### src/common/ooo_pkg.sv
package ooo_pkg;

   localparam int DATA_W     = 32;
   localparam int INSTR_W    = 32;
   localparam int REG_ADDR_W = 3;
   localparam int ROB_DEPTH  = 8;
   localparam int TAG_W      = $clog2(ROB_DEPTH);
   localparam int RS_DEPTH   = 4;
   localparam int RS_IDX_W   = $clog2(RS_DEPTH);

   // Instruction layout, opcode on top then rd, rs1, rs2
   localparam int OPC_W    = 3;
   localparam int OPC_POS  = INSTR_W - OPC_W;
   localparam int RD_POS   = OPC_POS - REG_ADDR_W;
   localparam int RS1_POS  = RD_POS - REG_ADDR_W;
   localparam int RS2_POS  = RS1_POS - REG_ADDR_W;
   localparam int IMM_W    = 16;
   localparam int IMM_POS  = 0;

   typedef logic [DATA_W-1:0]     data_t;
   typedef logic [REG_ADDR_W-1:0] reg_addr_t;
   typedef logic [TAG_W-1:0]      tag_t;
   typedef logic [INSTR_W-1:0]    instr_t;

   typedef enum logic [OPC_W-1:0] {
      ADD,
      SUB,
      AND,
      OR,
      XOR,
      ADDI,
      SUBI,
      SETI
   } opcode_e;

   // Value is valid when filled, else tag names the producer
   typedef struct packed {
      logic  filled;
      tag_t  tag;
      data_t value;
   } operand_t;

   typedef struct packed {
      tag_t     dst;
      opcode_e  op;
      operand_t a;
      operand_t b;
   } rs_entry_t;

   typedef struct packed {
      tag_t  tag;
      data_t value;
   } cdb_t;

   typedef struct packed {
      tag_t      tag;
      reg_addr_t dst;
      data_t     value;
   } commit_t;

endpackage

### src/design/dispatch_unit.sv
module dispatch_unit import ooo_pkg::*; (
   input  instr_t          i_instr,
   input  logic            i_instr_valid,
   input  logic            i_rob_full,
   input  tag_t            i_rob_tag,
   input  logic            i_station_free,
   input  operand_t [1:0]  i_reg_ops,
   input  data_t [1:0]     i_rob_vals,
   input  logic [1:0]      i_rob_done,
   input  cdb_t            i_cdb,
   input  logic            i_cdb_valid,
   output logic            o_instr_ready,
   output logic            o_reserve,
   output rs_entry_t       o_entry,
   output logic            o_alloc,
   output reg_addr_t       o_alloc_dst,
   output reg_addr_t [1:0] o_src_regs,
   output tag_t [1:0]      o_src_tags,
   output logic            o_rename
);

   opcode_e        opcode;
   data_t          imm;
   operand_t       imm_op;
   operand_t       zero_op;
   operand_t [1:0] src_ops;
   logic           accept;

   assign opcode        = opcode_e'(i_instr[OPC_POS +: OPC_W]);
   assign o_alloc_dst   = i_instr[RD_POS +: REG_ADDR_W];
   assign o_src_regs[0] = i_instr[RS1_POS +: REG_ADDR_W];
   assign o_src_regs[1] = i_instr[RS2_POS +: REG_ADDR_W];
   assign imm           = data_t'(i_instr[IMM_POS +: IMM_W]);

   assign imm_op  = '{filled: 1'b1, tag: '0, value: imm};
   assign zero_op = '{filled: 1'b1, tag: '0, value: '0};

   // Operand bypass, CDB first, then register file, then ROB
   always_comb begin
      for (int i = 0; i < 2; i++) begin
         o_src_tags[i] = i_reg_ops[i].tag;
         if (!i_reg_ops[i].filled && i_cdb_valid && i_cdb.tag == i_reg_ops[i].tag) begin
            src_ops[i] = '{filled: 1'b1, tag: i_cdb.tag, value: i_cdb.value};
         end else if (i_reg_ops[i].filled) begin
            src_ops[i] = i_reg_ops[i];
         end else if (i_rob_done[i]) begin
            src_ops[i] = '{filled: 1'b1, tag: i_reg_ops[i].tag, value: i_rob_vals[i]};
         end else begin
            src_ops[i] = '{filled: 1'b0, tag: i_reg_ops[i].tag, value: '0};
         end
      end
   end

   always_comb begin
      o_entry.dst = i_rob_tag;
      o_entry.op  = opcode;
      o_entry.a   = src_ops[0];
      o_entry.b   = src_ops[1];
      case (opcode)
         ADDI, SUBI: begin
            o_entry.b = imm_op;
         end
         SETI: begin
            o_entry.a = imm_op;
            o_entry.b = zero_op;
         end
         default: begin
         end
      endcase
   end

   assign o_instr_ready = !i_rob_full && i_station_free;
   assign accept        = i_instr_valid && o_instr_ready;

   // ROB slot, rename and station write all land on the same edge
   assign o_alloc   = accept;
   assign o_reserve = accept;
   assign o_rename  = accept;

endmodule

### src/design/register_file.sv
module register_file import ooo_pkg::*; (
   input  logic            clk,
   input  logic            nrst,
   input  reg_addr_t [1:0] i_src_regs,
   input  logic            i_rename,
   input  reg_addr_t       i_rename_dst,
   input  tag_t            i_rename_tag,
   input  commit_t         i_commit,
   input  logic            i_commit_valid,
   output operand_t [1:0]  o_ops
);

   localparam int N_REGS = 2 ** REG_ADDR_W;

   data_t             values [N_REGS];
   tag_t              tags [N_REGS];
   logic [N_REGS-1:0] busy;

   always_ff @(posedge clk) begin
      if (nrst) begin
         busy <= '0;
         for (int i = 0; i < N_REGS; i++) begin
            values[i] <= '0;
         end
      end else begin
         if (i_commit_valid) begin
            values[i_commit.dst] <= i_commit.value;
            // Only the youngest producer releases the register
            if (tags[i_commit.dst] == i_commit.tag) begin
               busy[i_commit.dst] <= 1'b0;
            end
         end
         if (i_rename) begin
            busy[i_rename_dst] <= 1'b1;
         end
      end
   end

   always_ff @(posedge clk) begin
      if (i_rename) begin
         tags[i_rename_dst] <= i_rename_tag;
      end
   end

   always_comb begin
      for (int i = 0; i < 2; i++) begin
         o_ops[i].filled = !busy[i_src_regs[i]];
         o_ops[i].tag    = tags[i_src_regs[i]];
         o_ops[i].value  = values[i_src_regs[i]];
      end
   end

endmodule

### src/design/alu_station/alu_station.sv
module alu_station import ooo_pkg::*; (
   input  logic      clk,
   input  logic      nrst,
   input  logic      i_reserve,
   input  rs_entry_t i_entry,
   input  cdb_t      i_cdb,
   input  logic      i_cdb_valid,
   output logic      o_free,
   output cdb_t      o_cdb,
   output logic      o_cdb_valid
);

   rs_entry_t           entries [RS_DEPTH];
   logic [RS_DEPTH-1:0] valid;
   logic [RS_DEPTH-1:0] ready;
   logic [RS_IDX_W-1:0] free_idx;
   logic [RS_IDX_W-1:0] issue_idx;
   logic                issue;

   function automatic data_t alu_op(opcode_e op, data_t a, data_t b);
      case (op)
         ADD, ADDI: return a + b;
         SUB, SUBI: return a - b;
         AND:       return a & b;
         OR:        return a | b;
         XOR:       return a ^ b;
         default:   return a;
      endcase
   endfunction

   always_comb begin
      for (int i = 0; i < RS_DEPTH; i++) begin
         ready[i] = valid[i] && entries[i].a.filled && entries[i].b.filled;
      end
   end

   // Walk down so the lowest index wins
   always_comb begin
      free_idx  = '0;
      issue_idx = '0;
      for (int i = RS_DEPTH - 1; i >= 0; i--) begin
         if (!valid[i]) begin
            free_idx = RS_IDX_W'(i);
         end
         if (ready[i]) begin
            issue_idx = RS_IDX_W'(i);
         end
      end
   end

   assign issue  = |ready;
   assign o_free = ~&valid;

   always_ff @(posedge clk) begin
      if (nrst) begin
         valid <= '0;
      end else begin
         if (issue) begin
            valid[issue_idx] <= 1'b0;
         end
         if (i_reserve) begin
            valid[free_idx] <= 1'b1;
         end
      end
   end

   always_ff @(posedge clk) begin
      for (int i = 0; i < RS_DEPTH; i++) begin
         if (i_cdb_valid && !entries[i].a.filled && entries[i].a.tag == i_cdb.tag) begin
            entries[i].a.filled <= 1'b1;
            entries[i].a.value  <= i_cdb.value;
         end
         if (i_cdb_valid && !entries[i].b.filled && entries[i].b.tag == i_cdb.tag) begin
            entries[i].b.filled <= 1'b1;
            entries[i].b.value  <= i_cdb.value;
         end
      end
      if (i_reserve) begin
         entries[free_idx] <= i_entry;
      end
   end

   // Result goes out on the CDB the cycle after issue
   always_ff @(posedge clk) begin
      if (nrst) begin
         o_cdb_valid <= 1'b0;
      end else begin
         o_cdb_valid <= issue;
      end
   end

   always_ff @(posedge clk) begin
      if (issue) begin
         o_cdb.tag   <= entries[issue_idx].dst;
         o_cdb.value <= alu_op(entries[issue_idx].op, entries[issue_idx].a.value,
                               entries[issue_idx].b.value);
      end
   end

endmodule

### src/design/reorder_buffer/reorder_buffer.sv
module reorder_buffer import ooo_pkg::*; (
   input  logic           clk,
   input  logic           nrst,
   input  logic           i_alloc,
   input  reg_addr_t      i_alloc_dst,
   input  tag_t [1:0]     i_src_tags,
   input  cdb_t           i_cdb,
   input  logic           i_cdb_valid,
   output logic           o_full,
   output tag_t           o_tag,
   output data_t [1:0]    o_vals,
   output logic [1:0]     o_done,
   output commit_t        o_commit,
   output logic           o_commit_valid
);

   data_t                values [ROB_DEPTH];
   reg_addr_t            dsts [ROB_DEPTH];
   logic [ROB_DEPTH-1:0] done;
   tag_t                 head;
   tag_t                 tail;
   logic [TAG_W:0]       count;
   logic                 commit;

   assign o_full = count == (TAG_W + 1)'(ROB_DEPTH);
   assign o_tag  = tail;

   // In-order retire, head leaves once its result is back
   assign commit         = count != '0 && done[head];
   assign o_commit_valid = commit;
   assign o_commit.tag   = head;
   assign o_commit.dst   = dsts[head];
   assign o_commit.value = values[head];

   always_comb begin
      for (int i = 0; i < 2; i++) begin
         o_vals[i] = values[i_src_tags[i]];
         o_done[i] = done[i_src_tags[i]];
      end
   end

   always_ff @(posedge clk) begin
      if (nrst) begin
         head  <= '0;
         tail  <= '0;
         count <= '0;
      end else begin
         if (i_alloc) begin
            tail <= tail + 1'b1;
         end
         if (commit) begin
            head <= head + 1'b1;
         end
         case ({i_alloc, commit})
            2'b10:   count <= count + 1'b1;
            2'b01:   count <= count - 1'b1;
            default: count <= count;
         endcase
      end
   end

   // Tail is never an in-flight tag, so alloc and CDB never collide
   always_ff @(posedge clk) begin
      if (nrst) begin
         done <= '0;
      end else begin
         if (i_alloc) begin
            done[tail] <= 1'b0;
         end
         if (i_cdb_valid) begin
            done[i_cdb.tag] <= 1'b1;
         end
      end
   end

   always_ff @(posedge clk) begin
      if (i_alloc) begin
         dsts[tail] <= i_alloc_dst;
      end
      if (i_cdb_valid) begin
         values[i_cdb.tag] <= i_cdb.value;
      end
   end

endmodule

### src/design/core_top.sv
module core_top import ooo_pkg::*; (
   input  logic    clk,
   input  logic    nrst,
   input  instr_t  i_instr,
   input  logic    i_instr_valid,
   output logic    o_instr_ready,
   output commit_t o_commit,
   output logic    o_commit_valid
);

   rs_entry_t            entry;
   logic                 reserve;
   logic                 station_free;
   logic                 alloc;
   reg_addr_t            alloc_dst;
   logic                 rob_full;
   tag_t                 rob_tag;
   reg_addr_t [1:0]      src_regs;
   operand_t [1:0]       reg_ops;
   tag_t [1:0]           src_tags;
   data_t [1:0]          rob_vals;
   logic [1:0]           rob_done;
   logic                 rename;
   cdb_t                 cdb;
   logic                 cdb_valid;

   dispatch_unit dispatch_i (
      .i_instr        (i_instr),
      .i_instr_valid  (i_instr_valid),
      .i_rob_full     (rob_full),
      .i_rob_tag      (rob_tag),
      .i_station_free (station_free),
      .i_reg_ops      (reg_ops),
      .i_rob_vals     (rob_vals),
      .i_rob_done     (rob_done),
      .i_cdb          (cdb),
      .i_cdb_valid    (cdb_valid),
      .o_instr_ready  (o_instr_ready),
      .o_reserve      (reserve),
      .o_entry        (entry),
      .o_alloc        (alloc),
      .o_alloc_dst    (alloc_dst),
      .o_src_regs     (src_regs),
      .o_src_tags     (src_tags),
      .o_rename       (rename)
   );

   register_file regs_i (
      .clk            (clk),
      .nrst           (nrst),
      .i_src_regs     (src_regs),
      .i_rename       (rename),
      .i_rename_dst   (alloc_dst),
      .i_rename_tag   (rob_tag),
      .i_commit       (o_commit),
      .i_commit_valid (o_commit_valid),
      .o_ops          (reg_ops)
   );

   // Single unit, so the station owns the CDB and sees its own results
   alu_station alu_i (
      .clk         (clk),
      .nrst        (nrst),
      .i_reserve   (reserve),
      .i_entry     (entry),
      .i_cdb       (cdb),
      .i_cdb_valid (cdb_valid),
      .o_free      (station_free),
      .o_cdb       (cdb),
      .o_cdb_valid (cdb_valid)
   );

   reorder_buffer rob_i (
      .clk            (clk),
      .nrst           (nrst),
      .i_alloc        (alloc),
      .i_alloc_dst    (alloc_dst),
      .i_src_tags     (src_tags),
      .i_cdb          (cdb),
      .i_cdb_valid    (cdb_valid),
      .o_full         (rob_full),
      .o_tag          (rob_tag),
      .o_vals         (rob_vals),
      .o_done         (rob_done),
      .o_commit       (o_commit),
      .o_commit_valid (o_commit_valid)
   );

endmodule

### config.mk
export PLATFORM = sky130hd
export DESIGN_NAME = core_top
export DESIGN_NICKNAME = d
export VERILOG_FILES = /design/src/common/ooo_pkg.sv /design/src/design/dispatch_unit.sv /design/src/design/register_file.sv /design/src/design/alu_station/alu_station.sv /design/src/design/reorder_buffer/reorder_buffer.sv /design/src/design/core_top.sv
export SDC_FILE = /design/constraint.sdc
export NUM_CORES = 2
export LEC_CHECK = 0
export CAP_MARGIN = 40
export CORE_MARGIN = 8
export CORE_UTILIZATION = 45
export CTS_CLUSTER_DIAMETER = 60
export DETAILED_ROUTE_END_ITERATION = 16
export DONT_BUFFER_PORTS = 1
export PLACE_DENSITY = 0.6
export RECOVER_POWER = 25
export SYNTH_ARGS = -nofsm -noshare
export SYNTH_HDL_FRONTEND = slang
export SYNTH_HIERARCHICAL = 1
export SYNTH_SLANG_ARGS = --single-unit
### constraint.sdc
create_clock -name clk -period 7.5 [get_ports clk]
set_input_delay 1.125 -clock clk [delete_from_list [all_inputs] [get_ports clk]]
set_output_delay 1.125 -clock clk [all_outputs]
set_load 0.01 [all_outputs]
### After elaboration in Yosys (flattened, before gate mapping)

Memories as Yosys holds them, arrays and structs flattened. A register that Yosys moved wholly into a read port is not among the register bits.
Cells that the tools add are included.

| storage, ports and cells | value |
|---|---|
| flip-flop bits (word level) | 66 |
| RAM bits | 872 |
| input bits | 35 |
| output and inout bits | 40 |
| logic and storage cells | 212 |
| memories kept | 5 |

Memories:

| name | words | width | read ports | clocked after memory_dff | wr ports | RTL line | RTL |
|---|---|---|---|---|---|---|---|
| alu_i.entries | 4 | 78 | 5 | 0 | 5 | alu_station.sv:13 | `rs_entry_t entries [RS_DEPTH];` |
| regs_i.values | 8 | 32 | 2 | 0 | 8 | register_file.sv:15 | `data_t values [N_REGS];` |
| rob_i.values | 8 | 32 | 3 | 1 | 1 | reorder_buffer.sv:17 | `data_t values [ROB_DEPTH];` |
| regs_i.tags | 8 | 3 | 3 | 0 | 1 | register_file.sv:16 | `tag_t tags [N_REGS];` |
| rob_i.dsts | 8 | 3 | 1 | 1 | 1 | reorder_buffer.sv:18 | `reg_addr_t dsts [ROB_DEPTH];` |

| cells by class | value |
|---|---|
| $add $sub $neg | 6 |
| order comparisons | 17 |
| eq/ne operators | 23 |
| multiplexer cells | 82 |
| bitwise logic cells | 12 |
| reductions and logical operators | 58 |

Operators with widths:

| cell | number |
|---|---|
| $mux W36 | 7 |
| $pmux W32 S5 | 1 |
| $pmux W36 S2 | 1 |
| $mux W8 | 7 |
| $logic_and A1 B1 Y1 | 37 |
| $mux W1 | 37 |
| $lt A3 B4 Y1 const B | 9 |
| $eq A3 B3 Y1 | 11 |
| $add A32 B32 Y32 | 1 |
| $and A32 B32 Y32 | 1 |
| $mux W32 | 1 |
| $or A32 B32 Y32 | 1 |
| $reduce_or A32 Y1 | 1 |
| $sub A32 B32 Y32 | 1 |
| $xor A32 B32 Y32 | 1 |
| $eq A3 B3 Y1 const B | 6 |
| $and A8 B8 Y8 | 2 |
| $mux W2 | 8 |
| $not A8 Y8 | 2 |
| $or A8 B8 Y8 | 2 |
| $bmux W1 S3 | 5 |
| $mux W3 | 5 |
| $demux W1 S3 | 4 |
| $ge A3 B1 Y1 const B | 4 |
| 23 further kinds | 43 |

### Depth between registers and ports, before layout

An unclocked memory read counts as a cell.

| depth | value |
|---|---|
| depth in word-level cells | 17 |
| mapped depth | 25 |
| gate-level depth less buffers | 21 |

### Modules after synthesis

Netlist, hierarchy kept.

By module, submodules not included:

| module | instances | cells each | area an instance (sq um) | seq. area each (sq um) |
|---|---|---|---|---|
| alu_station | 1 | 2016 | 19814.0 | 10440.0 |
| reorder_buffer | 1 | 774 | 15611.2 | 8828.5 |
| register_file | 1 | 918 | 15172.1 | 8568.2 |
| dispatch_unit | 1 | 313 | 2164.6 | 0.0 |

### Worst setup path after synthesis

Ideal clock, no wire load.

| path | value |
|---|---|
| path kind | register -> register |
| from | register alu_i.valid[1] |
| to | register alu_i/o_cdb[31] (netlist bit) (data pin) |
| setup time | 0.261 ns |
| arrival time | 5.048 ns |
| required time | 7.239 ns |
| slack | 2.191 ns |
| cell stages (with the launch flop) | 25 |
| path buffers | 5 |
| period minus slack after synthesis | 5.309 ns |
| cell sequence | dfxtp_1 -> and3_1 -> buf_6 -> o31ai_4 -> buf_6 -> buf_6 -> buf_2 -> nand2_1 -> a211oi_1 -> nand2_1 -> o21ai_0 -> clkbuf_1 -> a21oi_1 -> xnor2_1 -> ha_1 -> nand4_1 -> nor3b_1 -> a21oi_1 -> o311ai_0 -> a31oi_1 -> o21ai_0 -> o41ai_1 -> o21ai_0 -> nand3b_1 -> nor3b_2 |

| between the ends | value |
|---|---|
| word-level cells in the longest chain between the ends | 8 |
| elaborated cells on any way between the ends | 20 |
| those cells by class | 2 x add/sub; 6 x eq/ne; 3 x mux; 3 x bitwise; 5 x reduce/logical; 1 x memory |

RTL lines:

| what | RTL line | RTL |
|---|---|---|
| from (decl) | alu_station.sv:14 | `logic [RS_DEPTH-1:0] valid;` |
| from (signal assigned) | alu_station.sv:56 | `valid <= '0;` |
| from (signal, indexed assignment) | alu_station.sv:59 | `valid[issue_idx] <= 1'b0;` |
| from (signal, indexed assignment) | alu_station.sv:62 | `valid[free_idx] <= 1'b1;` |
| $logic_and A1 B1 Y1 * (2 in series) | alu_station.sv:33 | `ready[i] = valid[i] && entries[i].a.filled && entries[i].b.filled;` |
| $mux W2 * (2 in series) | alu_station.sv:45 | `if (ready[i]) begin` |
| $mem_v2 Z4 W78 * | - |  |
| parallel branches: the longest is 2 deep, another holds $sub A32 B32 Y32 | - |  |
| $pmux W32 S5 * | alu_station.sv:21 | `case (op)` |
| to (decl) | alu_station.sv:9 | `output cdb_t o_cdb,` |

Mark *: on every way between the ends.
A chain may end at the register's enable or synchronous reset.

### Final worst setup path

| path | value |
|---|---|
| from | register alu_i.valid[0] |
| to | register alu_i/o_cdb[31] (netlist bit) (data pin) |

| between the ends | value |
|---|---|
| word-level cells in the longest chain between the ends | 7 |
| elaborated cells on any way between the ends | 19 |
| those cells by class | 2 x add/sub; 6 x eq/ne; 2 x mux; 3 x bitwise; 5 x reduce/logical; 1 x memory |

RTL lines:

| what | RTL line |
|---|---|
| $logic_and A1 B1 Y1 * (2 in series) | alu_station.sv:33 |
| $mux W2 * | alu_station.sv:45 |
| $mem_v2 Z4 W78 * | - |
| parallel branches: the longest is 2 deep, another holds $sub A32 B32 Y32 | - |
| $pmux W32 S5 * | alu_station.sv:21 |

Marks and branches as above.

==> run_results.csv <==
group,metric,value,unit
synth,synthCells,4021,
drt,wire_per_inst,28.9,um
power_and_ir_drop,pwr-share-seq,0.455,
power_and_ir_drop,power.total,13.9,mW
worst_hold_path,hp-class,"in -> reg",
clocking,post_cts_resized,0,
power_and_ir_drop,leakage,20.8,nW
sta,clock_skew,0.0329,ns
clocking,cts_tree,"yes",
grt,grt_use_total,0.249,
power_and_ir_drop,comb_power_share,0.164,
synth,ys_top_cells_by_area,"edfxtp_1 (51%), mux4_2 (14%), nand2_1 (5.4%)",
sta,final-hold-violation-count,0,
drt,routed_wl,161000,um
synth,synth_commonest_cells,"edfxtp_1 (899), nand2_1 (764), mux4_2 (339)",
grt,use_met1,0.343,
clocking,ctsHtreeMaxLevel,3,
finish,fin_area,58000,sq um
finish,final_layout_size_suffix_gt1_frac,0.220,
drt,drc_errors,0,
grt,grt_max_degree,73,
clocking,clk_pin_slew_worst_paths,0.06,ns
placement,hpwl,99500,um
grt,grt_pass1_wl,235000,um
finish,fin_cells,5573,
clocking,ctsHoldBuffers,0,
run_status,violations,"capacitance limit, slew limit",
grt,antenna_found_initial,2,
floorplan,fp.coreArea,116000,sq um
power_and_ir_drop,intPower,10.1,mW
grt,met2_usage,0.403,
synth,synth_nets,4158,
power_and_ir_drop,switchingPower,3.80,mW
sta,slew_headroom,-1.02,
floorplan,ios,75,
synth,synthesis.area,52800,sq um
grt,grt_pass1_vias,34614,
synth,synth_flop_cell,"edfxtp_1",
drt,num_vias,34925,
power_and_ir_drop,p_sw_frac,0.273,
placement,dp_cells,5366,
flow_run,drv_cap,8,
synth,yosysMostFrequentCell,"edfxtp_1",
setup_path,crit_fanout,15,
power_and_ir_drop,clkPwrFrac,0.382,
synth,ys_seq_area_frac,0.528,
sta,setup_viol,0,
synth,yosysTopAreaCell,"edfxtp_1",
synth,synthArstFlopShare,0,
finish,synthToLayoutAreaGrowth,9.99,%
clocking,clock-sinks,941,
floorplan,num_rows,125,
clocking,clk_latency,0.71,ns
drt,detail_route.vias_per_cell,6.27,
drt,antenna_left,0,
setup_path,cp.required,7.95,ns
synth,ys_ff_latch,941,
synth,ys_warn_count,6,
sta,period_needed,6.76,ns
floorplan,die_y,358,um
sta,max_freq,148,MHz
floorplan,start_util,0.454,
run_status,status,"finished, violations left",
drt,drt-initial-drc-count,4140,
placement,place_ws,1.11,ns
placement,finalWeightedCongestion,0.902,
synth,syn_area_per_cell,13.1,sq um
floorplan,chipWidth,358,um
setup_path,crit_type,"reg -> reg",
power_and_ir_drop,powerDensity,239,nW/um^2
synth,synth-edff-count,899,
sta,rsz0062_at_grt,"false",
finish,final_util,0.499,
sta,worst_pin_slew,3.03,ns
placement,dpl-instance-area,54500,sq um
sta,fin_setup_tns,0,ns
sta,setup_ws,0.745,ns
placement,port_buffers,0,
clocking,clock_path_buffers,3,
clocking,cts_setup_buffers,0,
sta,timing.final.crit_share,0.901,
synth,post-synth-top-area-fraction,0.512,
clocking,numCtsBuffers,111,
grt,grt-ovfl-total,0,
power_and_ir_drop,vdd_drop_max,0.188,mV
setup_path,end_kind,"flip-flop",
clocking,cts_root_buf,"clkbuf_16",
finish,fin_nets,4092,
floorplan,fp.dieArea,128000,sq um
sta,whs,0.489,ns
setup_path,worstSetupStartpointType,"flip-flop",
setup_path,arrival,7.20,ns
synth,synth_cell_types,98,
sta,maxSlewViolCount,244,
grt,met3_usage,0.0397,
grt,busiest_layer,"met2",
drt,firstDrtPassIters,8,
[critical path: stages (launching register included)]
cell,delay [ns]
dfxtp_1,0.46
nand3_1,0.82
buf_4,0.52
o21a_1,0.12
a22o_1,0.30
nor4_2,0.49
nand4_1,0.37
nor2_1,0.30
a21oi_1,0.13
xnor2_1,0.16
ha_1,0.36
and3_1,0.20
a32oi_1,0.18
o311ai_0,0.15
buf_4,0.18
a31oi_1,0.41
o21ai_0,0.22
o41ai_1,0.47
o21ai_0,0.28
nor3_1,0.27
nor3b_2,0.07
[placed cells by master (no fill, tap or decap), drive strengths merged, types with 42 or more instances in the layout]
master	synthesis	routed
a211oi	46	46
o21ai	78	78
ha	101	101
inv	101	111
clkbuf	177	145
nor2	121	121
mux4	347	347
mux2i	56	56
a22oi	45	45
a21oi	104	104
buf	130	121
edfxtp	899	899
nand2	764	764
and2	265	265
dfxtp	42	42
xnor2	61	61
clkinv	0	44
mux2	177	177
a22o	60	60
[power groups by stage]
stage,registers [mW],clock network (mW),logic [mW]
after floorplan,6.30,0,1.69
after global placement,6.41,0,2.22
after detailed placement,6.42,0,2.24
after CTS,6.31,5.35,2.26
after global routing,6.34,5.56,2.46
final,6.31,5.30,2.27
[final cells by class]
class	instances	area, sq um
fill	9952	58200
sequential	941	27800
multi-input combinational	2672	23300
clock buffer	138	2940
tap	1524	1910
timing repair buffer	128	1020
clock inverter	66	614
inverter	101	379
antenna	3	7.51
[path summary, 6_finish.rpt]
check | start | to | slack [ns] | depth (start not counted)
worst max-delay path | alu_i/valid[0] | alu_i/o_cdb[31] | 0.74 | 20
worst min-delay path | nrst | alu_i/valid[0] | 0.49 | 1
worst max register to register | alu_i/valid[0] | alu_i/o_cdb[31] | 0.74 | 20
worst min register to register | alu_i/entries[0][75] | alu_i/o_cdb[32] | 0.51 | 2
[kinds of logic after synthesis]
family          count (synthesis)  share of synthesized area
simple gates                 1328                      0.117
flops                         941                      0.528
mux                           580                      0.197
compound gates                571                     0.0816
buf+inv                       408                     0.0372
fa+ha+maj                     102                     0.0243
xor+xnor                       91                     0.0155
[sequential cells by signal, indices dropped and copies added, names as in the netlist, 3 cells and up, named ones only]
register,cells
alu_i/entries,312
rob_i/o_tag,3
alu_i/o_cdb,35
rob_i/values,256
regs_i/busy,8
rob_i/dsts,24
regs_i/values,256
rob_i/head,3
alu_i/valid,4
rob_i/done,8
rob_i/count,4
regs_i/tags,24
[routing by layer]
layer,up-vias,routed length [um]
li1,15234,-
met1,17766,65800
met2,1626,76100
met3,299,13600
met4,0,5860
met5,-,0
(Power assumes the default switching activity.)
